===== src/logic/tape_params.svh =====
// Tape byte server widths for addresses, memory words and bytes
`ifndef TAPE_PARAMS_SVH
`define TAPE_PARAMS_SVH

// Byte address into the tape image
`define TAPE_ADDR_W 12

// Memory word, two tape bytes per entry
`define TAPE_WORD_W 16

// One tape byte as seen by the player
`define TAPE_BYTE_W 8

`endif


===== src/logic/tape_pkg.sv =====
// Tape byte server types for the play mode and the fetch command
`default_nettype none

package tape_pkg;

    // Player state, motor runs only in MODE_PLAYING
    typedef enum logic [1:0] {
        MODE_LOADING = 2'd0,
        MODE_PAUSED  = 2'd1,
        MODE_PLAYING = 2'd2
    } play_mode_e;

    // Position control to byte fetch
    typedef enum logic [1:0] {
        CMD_NONE       = 2'd0,
        CMD_FETCH_WORD = 2'd1,
        CMD_REUSE_WORD = 2'd2
    } fetch_cmd_e;

endpackage

`default_nettype wire


===== src/logic/tape_position_ctrl.sv =====
// Tape position control that keeps the play, last and loop addresses and decides fetches
`timescale 1ns/1ps
`default_nettype none

`include "tape_params.svh"

module tape_position_ctrl (
    input  wire                     clk_28,
    input  wire                     reset,
    input  wire                     i_loading,
    input  wire                     i_dl_wr,
    input  wire [`TAPE_ADDR_W-1:0]  i_dl_addr,
    input  wire                     i_req_evt,
    input  wire                     i_loop_start_evt,
    input  wire                     i_loop_next_evt,
    input  wire                     i_stop_evt,
    input  wire                     i_pause_evt,
    input  wire                     i_delivered,
    output tape_pkg::fetch_cmd_e    o_cmd,
    output logic [`TAPE_ADDR_W-2:0] o_rd_word_addr,
    output logic                    o_lane_low,
    output logic                    o_motor
);

    import tape_pkg::*;

    logic [`TAPE_ADDR_W-1:0] play_addr;
    logic [`TAPE_ADDR_W-1:0] last_addr;
    logic [`TAPE_ADDR_W-1:0] loop_addr;
    logic [`TAPE_ADDR_W-1:0] end_addr;
    // Held word in the fetch stage no longer matches play_addr
    logic                    stale;
    play_mode_e              mode;

    // One past the last downloaded byte
    assign end_addr = last_addr + 1'b1;

    // ========================================================================
    // Address and mode update
    // ========================================================================
    always_ff @(posedge clk_28 or posedge reset) begin
        if (reset) begin
            play_addr <= '0;
            last_addr <= '0;
            loop_addr <= '0;
            stale     <= 1'b0;
            mode      <= MODE_PAUSED;
            o_cmd     <= CMD_NONE;
        end else begin
            o_cmd <= CMD_NONE;

            if (i_dl_wr) begin
                last_addr <= i_dl_addr;
            end

            if (i_loading) begin
                play_addr <= '0;
                loop_addr <= '0;
                stale     <= 1'b0;
                mode      <= MODE_LOADING;
            end else begin
                if (mode == MODE_LOADING) begin
                    mode <= MODE_PAUSED;
                end

                if (i_req_evt) begin
                    // Past the end of the image the player pauses and the request stays open
                    if (play_addr == end_addr) begin
                        mode <= MODE_PAUSED;
                    end else if (stale || !play_addr[0]) begin
                        o_cmd <= CMD_FETCH_WORD;
                    end else begin
                        o_cmd <= CMD_REUSE_WORD;
                    end
                end

                if (i_delivered) begin
                    play_addr <= play_addr + 1'b1;
                    stale     <= 1'b0;
                end

                if (i_stop_evt) begin
                    mode <= MODE_PAUSED;
                end

                if (i_loop_start_evt) begin
                    loop_addr <= play_addr;
                end

                // Overrides the increment of a delivery in the same cycle
                if (i_loop_next_evt) begin
                    play_addr <= loop_addr;
                    stale     <= 1'b1;
                end

                if (i_pause_evt) begin
                    if (mode == MODE_PLAYING) begin
                        mode <= MODE_PAUSED;
                    end else begin
                        mode <= MODE_PLAYING;
                    end
                end
            end
        end
    end

    assign o_rd_word_addr = play_addr[`TAPE_ADDR_W-1:1];
    assign o_lane_low     = play_addr[0];
    assign o_motor        = (mode == MODE_PLAYING);

    // No memory command is pending while a download runs
    a_no_cmd_loading: assert property (
        @(posedge clk_28) disable iff (reset) i_loading |-> o_cmd == CMD_NONE
    ) else $error("tape_position_ctrl: command issued during download");

endmodule

`default_nettype wire


===== config.mk =====
export PLATFORM = sky130hd
export DESIGN_NAME = tape_position_ctrl
export DESIGN_NICKNAME = d
export VERILOG_FILES = /design/src/logic/tape_pkg.sv /design/src/logic/tape_position_ctrl.sv
export VERILOG_INCLUDE_DIRS = /design/src /design/src/logic
export SDC_FILE = /design/constraint.sdc
export NUM_CORES = 1
export LEC_CHECK = 0
export BUFFER_PORTS_ARGS = -buffer_cell sky130_fd_sc_hd__buf_2
export CAP_MARGIN = 15
export CORE_UTILIZATION = 29
export CTS_CLUSTER_DIAMETER = 40
export DETAILED_ROUTE_END_ITERATION = 12
export GPL_TIMING_DRIVEN = 0
export PLACE_DENSITY = 0.49
export SYNTH_ARGS = -nofsm -noshare
export SYNTH_HDL_FRONTEND = slang
export SYNTH_SLANG_ARGS = --single-unit

===== constraint.sdc =====
create_clock -name clk_28 -period 6.52 [get_ports clk_28]
set_input_delay 0.652 -clock clk_28 [delete_from_list [all_inputs] [get_ports clk_28]]
set_output_delay 0.652 -clock clk_28 [all_outputs]
set_load 0.01 [all_outputs]

==> flow_summary.ini <==
[floorplanning]
initial_core_util_pct = 30.6
design.core.area_um2 = 7370
ioPinCount = 37
num_rows = 31
die_h_um = 90.2
die_area_um2 = 8140
die_w_um = 90.2

[timing]
finalMaxSlewViolations = 0
worst-slew-pin-transition_ns = 0.881
finClkSkew_ns = 0.00579
fin_crit_sh_pct = 42.1
rsz0062_at_grt = no
setup_violations = 0
post-route-min-period_ns = 2.74
timing.fmax_mhz = 364
hold_viol = 0
tns_ns = 0
max_slew_margin_pct = 41.2

[critical_path]
path_class = flop to flop
path_buf_inv = 1
cp_max_fo = 7
slowest_delay_ns = 0.55
cp_common_cell = or4_1
cp.arrival_ns = 2.95
crit_chain = ha_1, buf_2, nand2_1, or4_1, o311ai_2, o32ai_1, or4_1, a221oi_2
end_kind = flop
cp_top_family = simple AND/OR/NAND/NOR gates
slowest_stage = or4_1
required_ns = 6.73
startpoint_type = flop

[run]
maxCapViolCount = 0

[place]
dpl.hpwl_um = 3810
gp_congestion = 0.815
placedCellCount = 362
io_buffer_count = 34

[detailed_routing]
drtIter0Drc = 44
wl_um = 5320
num_vias = 1787
vias_per_cell = 4.83
first_pass_iters = 4
post_drt_wl_per_cell_um = 14.4
ant_nets = 0
drc = 0

[logic_synthesis]
synth.avg_cell_area_um2 = 9.85
synthFlopType = dfrtp_1
ys_async_sr_fraction_pct = 100
synth_edf_count = 0
synthDistinctLibCells = 41
synth-seq-cells = 41
synth_nets = 253
synthCells = 229
syn_area_um2 = 2260
yosys_warnings = 0
ys_seq_area_share_pct = 45.5

[cells_and_area]
final_cell_mix = 40 x dfrtp_1, 36 x buf_2, 32 x nor2_1
syn_to_final_growth_pct = 17.0
drive_gt1_share_pct = 21.4
final_util_pct = 35.8
antenna_cells = 0
final_common_cell = dfrtp_1
final_cells = 370
finalNetCount = 294

[clock_network]
clk_pin_slew_ns = 0.08
clock-sinks = 41
clockBufferDepth = 2
cts-buffers-inserted = 5
post-cts-setup-buffer-count = 0
cts_tree = done
cts_resized = 0
worstSkewPairLatency_ns = 0.29
holdBufCountCts = 0
htree_levels = 2
cts_root_buf = clkbuf_8

[grt]
grt_max_degree = 42
antenna_found_initial = 0
first_global_vias = 1811
grtUsageTotal_pct = 13.8
overflow = 0
grt_pass1_wl_um = 8980

[power_and_ir_drop]
p_per_area_nw_per_um2 = 198
p_leak_nw = 1.18
vdd_drop_max_mv = 0.0871

[min_path]
hold_class = flop to flop

[outcome]
status = finished clean
-- layout make-up --
type / count / area (um2)
buffer: 12 / 47.5
tap: 99 / 124
multi-input combinational: 168 / 1150
inverter: 8 / 30.0
clock buffer: 8 / 90.1
timing repair buffer: 34 / 170
sequential: 41 / 1030
fill: 818 / 4730
-- registers in the layout, indices dropped and copies added (netlist names) --
register and cells:
o_cmd 2, last_addr 12, play_addr 12, mode 2, stale 1, loop_addr 12
-- worst register-to-register path, delay by kind of cell (launching register included) --
| family | cells | cell delay, ns |
|---|---|---|
| buffers and inverters | 1 | 0.17 |
| and+or+nand+nor | 3 | 1.19 |
| AOI/OAI and AO/OA | 3 | 0.63 |
| DFF | 1 | 0.49 |
| adders and majority gates | 1 | 0.18 |
-- metal layers --
metal | wire length [um] | part of all wire, % | up-vias | global-route usage [%]
met5 | 0 | 0 | - | 0
met4 | 78 | 1.5 | 0 | 4.70
met1 | 2490 | 47 | 866 | 17.8
met2 | 2560 | 48 | 30 | 23.0
met3 | 192 | 3.6 | 7 | 2.79
li1 | - | - | 884 | -
-- where the power goes --
group | leakage, nW | switching [W] | internal (W)
combinational | 0.599 | 0.0000385 | 0.0000304
clock | 0.0455 | 0.0000911 | 0.0000866
sequential | 0.539 | 0.0000129 | 0.000264
total | 1.18 | 0.000143 | 0.000381
-- Yosys cell counts (2+ instances only) --
cell type | count | share of area (%)
nand3_1 | 8 | 1.8
or4_1 | 2 | 0.67
and3_1 | 2 | 0.55
inv_1 | 8 | 1.3
clkbuf_1 | 7 | 1.2
nand4_1 | 8 | 2.2
nor2b_1 | 4 | 1.1
buf_2 | 2 | 0.44
nor3_1 | 8 | 1.8
o2111ai_1 | 2 | 0.78
a21oi_1 | 12 | 2.7
xor2_1 | 9 | 3.5
o21ai_0 | 6 | 1.3
nor2_1 | 32 | 5.3
ha_1 | 2 | 1.1
mux2i_1 | 15 | 6.7
nand2b_1 | 3 | 0.83
xnor2_1 | 14 | 5.4
mux2_2 | 10 | 5.0
nor3b_1 | 2 | 0.67
dfrtp_1 | 40 | 44
o21a_1 | 2 | 0.67
buf_1 | 3 | 0.50
nand2_1 | 11 | 1.8
-- metrics by stage --
stage                     power, W  cell area (um2)  hold slack (ns)  setup slack [ns]
after global routing      0.000546             2640            0.550              3.63
after detailed placement  0.000352             2550            0.504              3.79
after floorplan           0.000328             2260            0.483              4.02
after CTS                 0.000530             2640            0.526              3.77
final                     0.000524             2640            0.525              3.78
after global placement    0.000351             2550            0.498              3.83
-- logic make-up after synthesis --
logic type / count (synthesis) / synth area share, %
DFF: 41 / 45.5
xor gates and xnor gates: 24 / 9.93
muxes: 25 / 11.6
buffers and inverters: 20 / 3.44
AOI/OAI and AO/OA: 32 / 9.87
and+or+nand+nor: 85 / 18.5
adders and majority gates: 2 / 1.11
-- worst paths after layout --
check / slack [ns] / from / cells after the start / to
min in group asynchronous: 0.54 / reset / 2 / o_cmd[1]
setup / recovery: 3.78 / last_addr[0] / 8 / mode[0]
hold / removal: 0.53 / loop_addr[2] / 2 / play_addr[2]
max in group asynchronous: 5.43 / reset / 2 / last_addr[0]
setup reg to reg: 3.78 / last_addr[0] / 8 / mode[0]
hold reg to reg: 0.53 / loop_addr[2] / 2 / play_addr[2]
(Power assumes the default switching activity.)
