### src/logic/tape_params.svh
// Tape byte server widths for addresses, memory words and bytes
`ifndef TAPE_PARAMS_SVH
`define TAPE_PARAMS_SVH

// Byte address into the tape image
`define TAPE_ADDR_W 12

// Memory word, two tape bytes per entry
`define TAPE_WORD_W 16

// One tape byte as seen by the player
`define TAPE_BYTE_W 8

`endif

### src/logic/tape_event_decode.sv
// Tape event decode, turns the request toggle and control marks into strobes
`timescale 1ns/1ps
`default_nettype none

module tape_event_decode (
    input  wire  clk_28,
    input  wire  reset,
    input  wire  i_download,
    input  wire  i_byte_req,
    input  wire  i_loop_start,
    input  wire  i_loop_next,
    input  wire  i_stop,
    input  wire  i_pause_btn,
    output logic o_loading,
    output logic o_req_evt,
    output logic o_loop_start_evt,
    output logic o_loop_next_evt,
    output logic o_stop_evt,
    output logic o_pause_evt
);

    // Delayed copies of the raw inputs
    logic req_d;
    logic loop_start_d;
    logic loop_next_d;
    logic stop_d;
    logic pause_d;

    always_ff @(posedge clk_28 or posedge reset) begin
        if (reset) begin
            o_loading        <= 1'b0;
            req_d            <= 1'b0;
            loop_start_d     <= 1'b0;
            loop_next_d      <= 1'b0;
            stop_d           <= 1'b0;
            pause_d          <= 1'b0;
            o_req_evt        <= 1'b0;
            o_loop_start_evt <= 1'b0;
            o_loop_next_evt  <= 1'b0;
            o_stop_evt       <= 1'b0;
            o_pause_evt      <= 1'b0;
        end else begin
            o_loading    <= i_download;
            req_d        <= i_byte_req;
            loop_start_d <= i_loop_start;
            loop_next_d  <= i_loop_next;
            stop_d       <= i_stop;
            pause_d      <= i_pause_btn;

            // Either toggle direction asks for a byte
            o_req_evt <= i_byte_req ^ req_d;

            // Marks and button act on rising edges only
            o_loop_start_evt <= i_loop_start & ~loop_start_d;
            o_loop_next_evt  <= i_loop_next & ~loop_next_d;
            o_stop_evt       <= i_stop & ~stop_d;
            o_pause_evt      <= i_pause_btn & ~pause_d;
        end
    end

    // Player keeps one request in flight, so toggles never come back to back
    a_req_single: assert property (
        @(posedge clk_28) disable iff (reset) o_req_evt |=> !o_req_evt
    ) else $error("tape_event_decode: request strobe high in two cycles");

endmodule

`default_nettype wire

### config.mk
export PLATFORM = sky130hd
export DESIGN_NAME = tape_event_decode
export DESIGN_NICKNAME = d
export VERILOG_FILES = /design/src/logic/tape_params.svh /design/src/logic/tape_event_decode.sv
export SDC_FILE = /design/constraint.sdc
export NUM_CORES = 1
export LEC_CHECK = 0
export ABC_AREA = 1
export BUFFER_PORTS_ARGS = -buffer_cell sky130_fd_sc_hd__buf_2
export CAP_MARGIN = 20
export CORE_AREA = 10 10 47 49
export CTS_BUF_LIST = sky130_fd_sc_hd__clkbuf_8
export CTS_CLUSTER_DIAMETER = 150
export CTS_CLUSTER_SIZE = 16
export DETAILED_ROUTE_END_ITERATION = 12
export DIE_AREA = 0 0 57 59
export GPL_ROUTABILITY_DRIVEN = 0
export PLACE_DENSITY = 0.5
export SETUP_SLACK_MARGIN = 0.1
export SLEW_MARGIN = 40
export SYNTH_ARGS = -nofsm -noshare
export SYNTH_HDL_FRONTEND = slang
export SYNTH_SLANG_ARGS = --single-unit
export TNS_END_PERCENT = 50
### constraint.sdc
create_clock -name clk_28 -period 0.9 [get_ports clk_28]
set_clock_uncertainty 0.1 [all_clocks]
set_input_delay 0.09 -clock clk_28 [delete_from_list [all_inputs] [get_ports clk_28]]
set_output_delay 0.09 -clock clk_28 [all_outputs]
set_load 0.01 [all_outputs]
==> results.toml, run 1 <==
[status]
status = "finished, violations left"
violations = "negative hold slack, negative setup slack"

[setup_path]
worstPathCellList = "buf_2"
reg2reg_depth = 2
cp.depth = 1
crit_fanout = 1
start_kind = "register"
critical_path_required_ns = 0.71
crit_type = "reg -> out"
r2r_setup_slack_ns = 0.21
cp_top_family = "flip-flops"
worstPathArrival_ns = 0.72
timing.rr.start = "req_d"
crit_path_end_kind = "primary output"
r2r-end = "o_req_evt"
slowest_stage = "dfrtp_1"
slowest_delay_ns = 0.35
cp.buffers_inverters = 1

[die]
ios = 14
core_um2 = 1400
die_h_um = 59
rows = 14
die_area_um2 = 3360
die_w_um = 57
initial_core_util_pct = 23.4

[drt]
top_layer = "met3"
wl_per_cell_um = 9.40
first_pass_iters = 1
wl_met2_um = 315
wl_um = 611
num_vias = 219
drtIter0Drc = 0
drcViolationCount = 0
via_per_inst = 3.37
wl_met3_um = 23
drtAntennaViolNets = 0
wl_met1_um = 271

[timing]
finalMaxSlewViolations = 0
holdWs_ns = -0.0417
fin_crit_sh_pct = 101
fmax_mhz = 1100
tightest_slew_ns = 0.226
relSlewSlack_pct = 84.9
rsz0062_at_grt = "true"
hold_viol_final = 3
period_minus_slack_ns = 0.910
setup_viol = 5
setup_slack_ns = -0.0100
tns_ns = -0.0195

[logic_synthesis]
ys_ff_latch = 11
syn_area_um2 = 328
yosysSeqAreaShare_pct = 84.0
yosysWarnings = 0
synth_area_leaders = "dfrtp_1 84%, inv_1 8.0%, nor2_1 4.6%"
yosys.area.top_type = "dfrtp_1"
synthDistinctLibCells = 4
avgSynthCellArea_um2 = 13.1
yosys.area.top_type_share_pct = 84.0
synth_cells = 25
synth_fp_nets = 33

[clock_tree]
clock_path_buffers = 2
ctsRootBufferMaster = "clkbuf_8"
clock-sinks = 11
cts-buffers-inserted = 3
path_clk_slew_ns = 0.05
worstSkewPairLatency_ns = 0.23
cts_tree = "built"
htree_levels = 1

[global_route]
grt_pass1_wl_um = 966
grt_max_degree = 12
grt.total_usage_pct = 3.61
grt_overflow_total = 0
grt_pass1_vias = 244
grt_antenna_before_repair = 0

[power]
power_w = 0.00109
ir_worst_vdd_mv = 1.22
power.density_nw_per_um2 = 2040
leakage_nw = 0.311

[place]
place_hpwl_um = 453
place_inst = 54
numPortBuffers = 13
postPlaceCellArea_um2 = 413

[worst_hold_path]
hold_depth = 2
min_path_type = "in -> reg"
min_from = "i_stop"
min_to = "stop_d"

[final_layout]
layout-drive-gt1-share_pct = 40.8
area_growth_pct = 62.6
final_nets = 58
stdcell_count = 65
antennaDiodeCount = 0
postLayoutCellArea_um2 = 533

[run]
cap_violations = 0
## synth_stat cells
library cell   n
inv_1          7
nand2_1        3
nor2_1         4
dfrtp_1       11
## placed cells by master, fill, tap and decap left out
master,n
buf_2,14
buf_6,1
clkbuf_8,3
clkinvlp_4,1
dfrtp_1,11
dlygate4sd3_1,3
dlymetal6s4s_1,2
inv_1,6
inv_2,1
nand2_1,3
nor2_1,4
## report_power, final
group	internal [W]	total, W	switching [W]
clock network	0.000298	0.000471	0.000173
logic	0.0000486	0.0000891	0.0000406
registers	0.000522	0.000528	0.00000684
## worst max path at each step
stage                start     endpoint  slack, ns
3_3_place_gp         req_d    o_req_evt       0.24
4_1_cts        o_pause_evt  o_pause_evt      -0.02
2_1_floorplan        req_d    o_req_evt       0.24
5_1_grt          o_req_evt    o_req_evt      -0.03
6_report       o_pause_evt  o_pause_evt      -0.01
3_5_place_dp         req_d    o_req_evt       0.22
## repair_timing
item / in CTS / in global routing
setup buffers: 0 / 0
hold buffers: 7 / 1
gates resized for setup: 0 / 7
endpoints found under the hold margin: 22 / 3
endpoints found under the setup margin: 6 / 22
## state kept, by name (all words and copies together), names as in the netlist
name              flops
o_loop_start_evt      1
o_req_evt             1
o_pause_evt           1
stop_d                1
loop_start_d          1
req_d                 1
o_loading             1
pause_d               1
o_loop_next_evt       1
loop_next_d           1
o_stop_evt            1
## area by class of cell
| class | count | area [um^2] |
|---|---|---|
| clock buffer | 3 | 41.3 |
| multi-input combinational | 7 | 26.3 |
| timing repair buffer | 20 | 136 |
| inverter | 7 | 30.0 |
| sequential | 11 | 275 |
| tap | 16 | 20.0 |
| fill | 155 | 868 |
| clock inverter | 1 | 3.75 |
## routing by layer
metal / track usage (%) / vias up
met5: 0 / -
met4: 3.02 / 0
met3: 1.29 / 0
met2: 5.27 / 7
met1: 4.12 / 97
li1: - / 115
## cell families (layout without fill, tap and decap cells)
logic type,after synthesis,in the layout,share of synthesized area (%)
AND/OR/NAND/NOR,7,7,8.01
flip-flops,11,11,84.0
buffers and inverters,7,31,8.02
## through the flow
stage                     hold WS [ns]  util [%]  setup WS [ns]
after floorplan                 -0.158         -          0.239
after detailed placement      -0.00863      29.5          0.217
after global routing           -0.0316      38.0        -0.0344
after global placement         -0.0104      29.5          0.238
after CTS                      0.00311      37.7        -0.0156
final                          -0.0417      38.0        -0.0100
Note: power is estimated with default switching activity, not from simulation.
==> run 2, diff against run 1 <==
--- a/config.mk
+++ b/config.mk
@@ -16,7 +16,7 @@
 export DIE_AREA = 0 0 57 59
 export GPL_ROUTABILITY_DRIVEN = 0
 export PLACE_DENSITY = 0.5
-export SETUP_SLACK_MARGIN = 0.1
+export SETUP_SLACK_MARGIN = 0.2
 export SLEW_MARGIN = 40
 export SYNTH_ARGS = -nofsm -noshare
 export SYNTH_HDL_FRONTEND = slang
==> results.toml, run 2 (synthesis results as in run 1) <==
[global_route]
grt_overflow_total = 0
grt_pass1_vias = 224
use_met1_pct = 3.75
grt_pass1_wl_um = 897
grt_antenna_before_repair = 0
grt-busiest-layer = "met2"
grt_max_degree = 12
gr-usage-met2_pct = 4.96
grt.total_usage_pct = 3.39
use_met3_pct = 1.29

[die]
core_um2 = 1400
rows = 14
initial_core_util_pct = 23.4
ios = 14
die_h_um = 59
die_w_um = 57
die_area_um2 = 3360

[clock_tree]
cts_tree = "built"
clock_path_buffers = 2
clock-sinks = 11
path_clk_slew_ns = 0.05
cts-buffers-inserted = 3
cts_setup_buffers = 0
worstSkewPairLatency_ns = 0.23
ctsRootBufferMaster = "clkbuf_8"
htree_levels = 1

[final_layout]
area_growth_pct = 41.6
stdcell_count = 58
antennaDiodeCount = 0
layout_commonest_cell = "buf_2"
layout_common_cells = "12 x buf_2, 11 x dfrtp_1, 8 x inv_1"
final_nets = 51
layout-drive-gt1-share_pct = 38.1
nFillCells = 156

[timing]
finalMaxSlewViolations = 0
tightest_slew_ns = 0.389
relSlewSlack_pct = 74.1
rsz0062_at_grt = "true"
fin_crit_sh_pct = 101
setup_slack_ns = -0.00845
fmax_mhz = 1100
hold_viol_final = 22
setup_viol = 5
holdWs_ns = -0.272
period_minus_slack_ns = 0.908

[setup_path]
cp_top_family = "flip-flops"
slowest_delay_ns = 0.35
crit_type = "reg -> out"
cp.depth = 1
cp.buffers_inverters = 1
start_kind = "register"
crit_path_end_kind = "primary output"
crit_fanout = 1
critical_path_required_ns = 0.71
slowest_stage = "dfrtp_1"
reg2reg_depth = 2
worstPathArrival_ns = 0.72
worstPathCellList = "buf_2"

[status]
status = "finished, violations left"
violations = "negative hold slack, negative setup slack"

[power]
ir_worst_vdd_mv = 1.15
leakage_nw = 0.270
power.density_nw_per_um2 = 2290

[drt]
drtAntennaViolNets = 0
drtIter0Drc = 0
wl_um = 566
drcViolationCount = 0
via_per_inst = 3.40
num_vias = 197
first_pass_iters = 1
wl_per_cell_um = 9.76

[run]
cap_violations = 0

[place]
place_inst = 54
numPortBuffers = 13
dp_slack_ns = 0.217
place_hpwl_um = 453

[worst_hold_path]
min_path_type = "in -> async"
==> run 2: area by class of cell <==
cell class | count | area (um^2) | area share (%)
sequential | 11 | 275 | 59.3
timing repair buffer | 13 | 71.3 | 15.4
clock buffer | 3 | 41.3 | 8.89
multi-input combinational | 7 | 26.3 | 5.66
inverter | 7 | 26.3 | 5.66
tap | 16 | 20.0 | 4.31
clock inverter | 1 | 3.75 | 0.809
==> run 2: timing repair <==
item                                   4_1_cts  5_1_grt
gates resized for setup                      0        1
endpoints found under the hold margin       22       21
pin swaps                                    0        2
setup endpoints to repair                    6        7
==> run 2: layer usage <==
metal / up-vias / share of wire (%)
met5: - / 0
met4: 0 / 0
met3: 0 / 3.9
met2: 7 / 51
met1: 89 / 45
li1: 101 / -
==> run 2: metrics by stage <==
stage | util (%) | area, um^2 | total power [W] | setup TNS, ns
floorplan | - | 328 | 0.000563 | 0
global placement | 29.5 | 413 | 0.000599 | 0
detailed placement | 29.5 | 413 | 0.000601 | 0
CTS | 32.7 | 458 | 0.00107 | -0.0593
global route | 33.1 | 464 | 0.00110 | -0.144
finish | 33.1 | 464 | 0.00106 | -0.0139
==> run 2: power breakdown <==
part / switching (W) / internal (W)
clock: 0.000170 / 0.000298
combinational: 0.0000357 / 0.0000290
sequential: 0.00000674 / 0.000522
total: 0.000212 / 0.000849
==> run 2: final timing paths <==
path                              start               end  slack (ns)
min in group clk_28          i_download         o_loading       -0.14
max in group asynchronous         reset            stop_d        0.69
hold reg to reg            loop_start_d  o_loop_start_evt        0.29
setup reg to reg                  req_d         o_req_evt        0.21
hold / removal                    reset         o_req_evt       -0.27
setup / recovery            o_pause_evt       o_pause_evt      -0.008
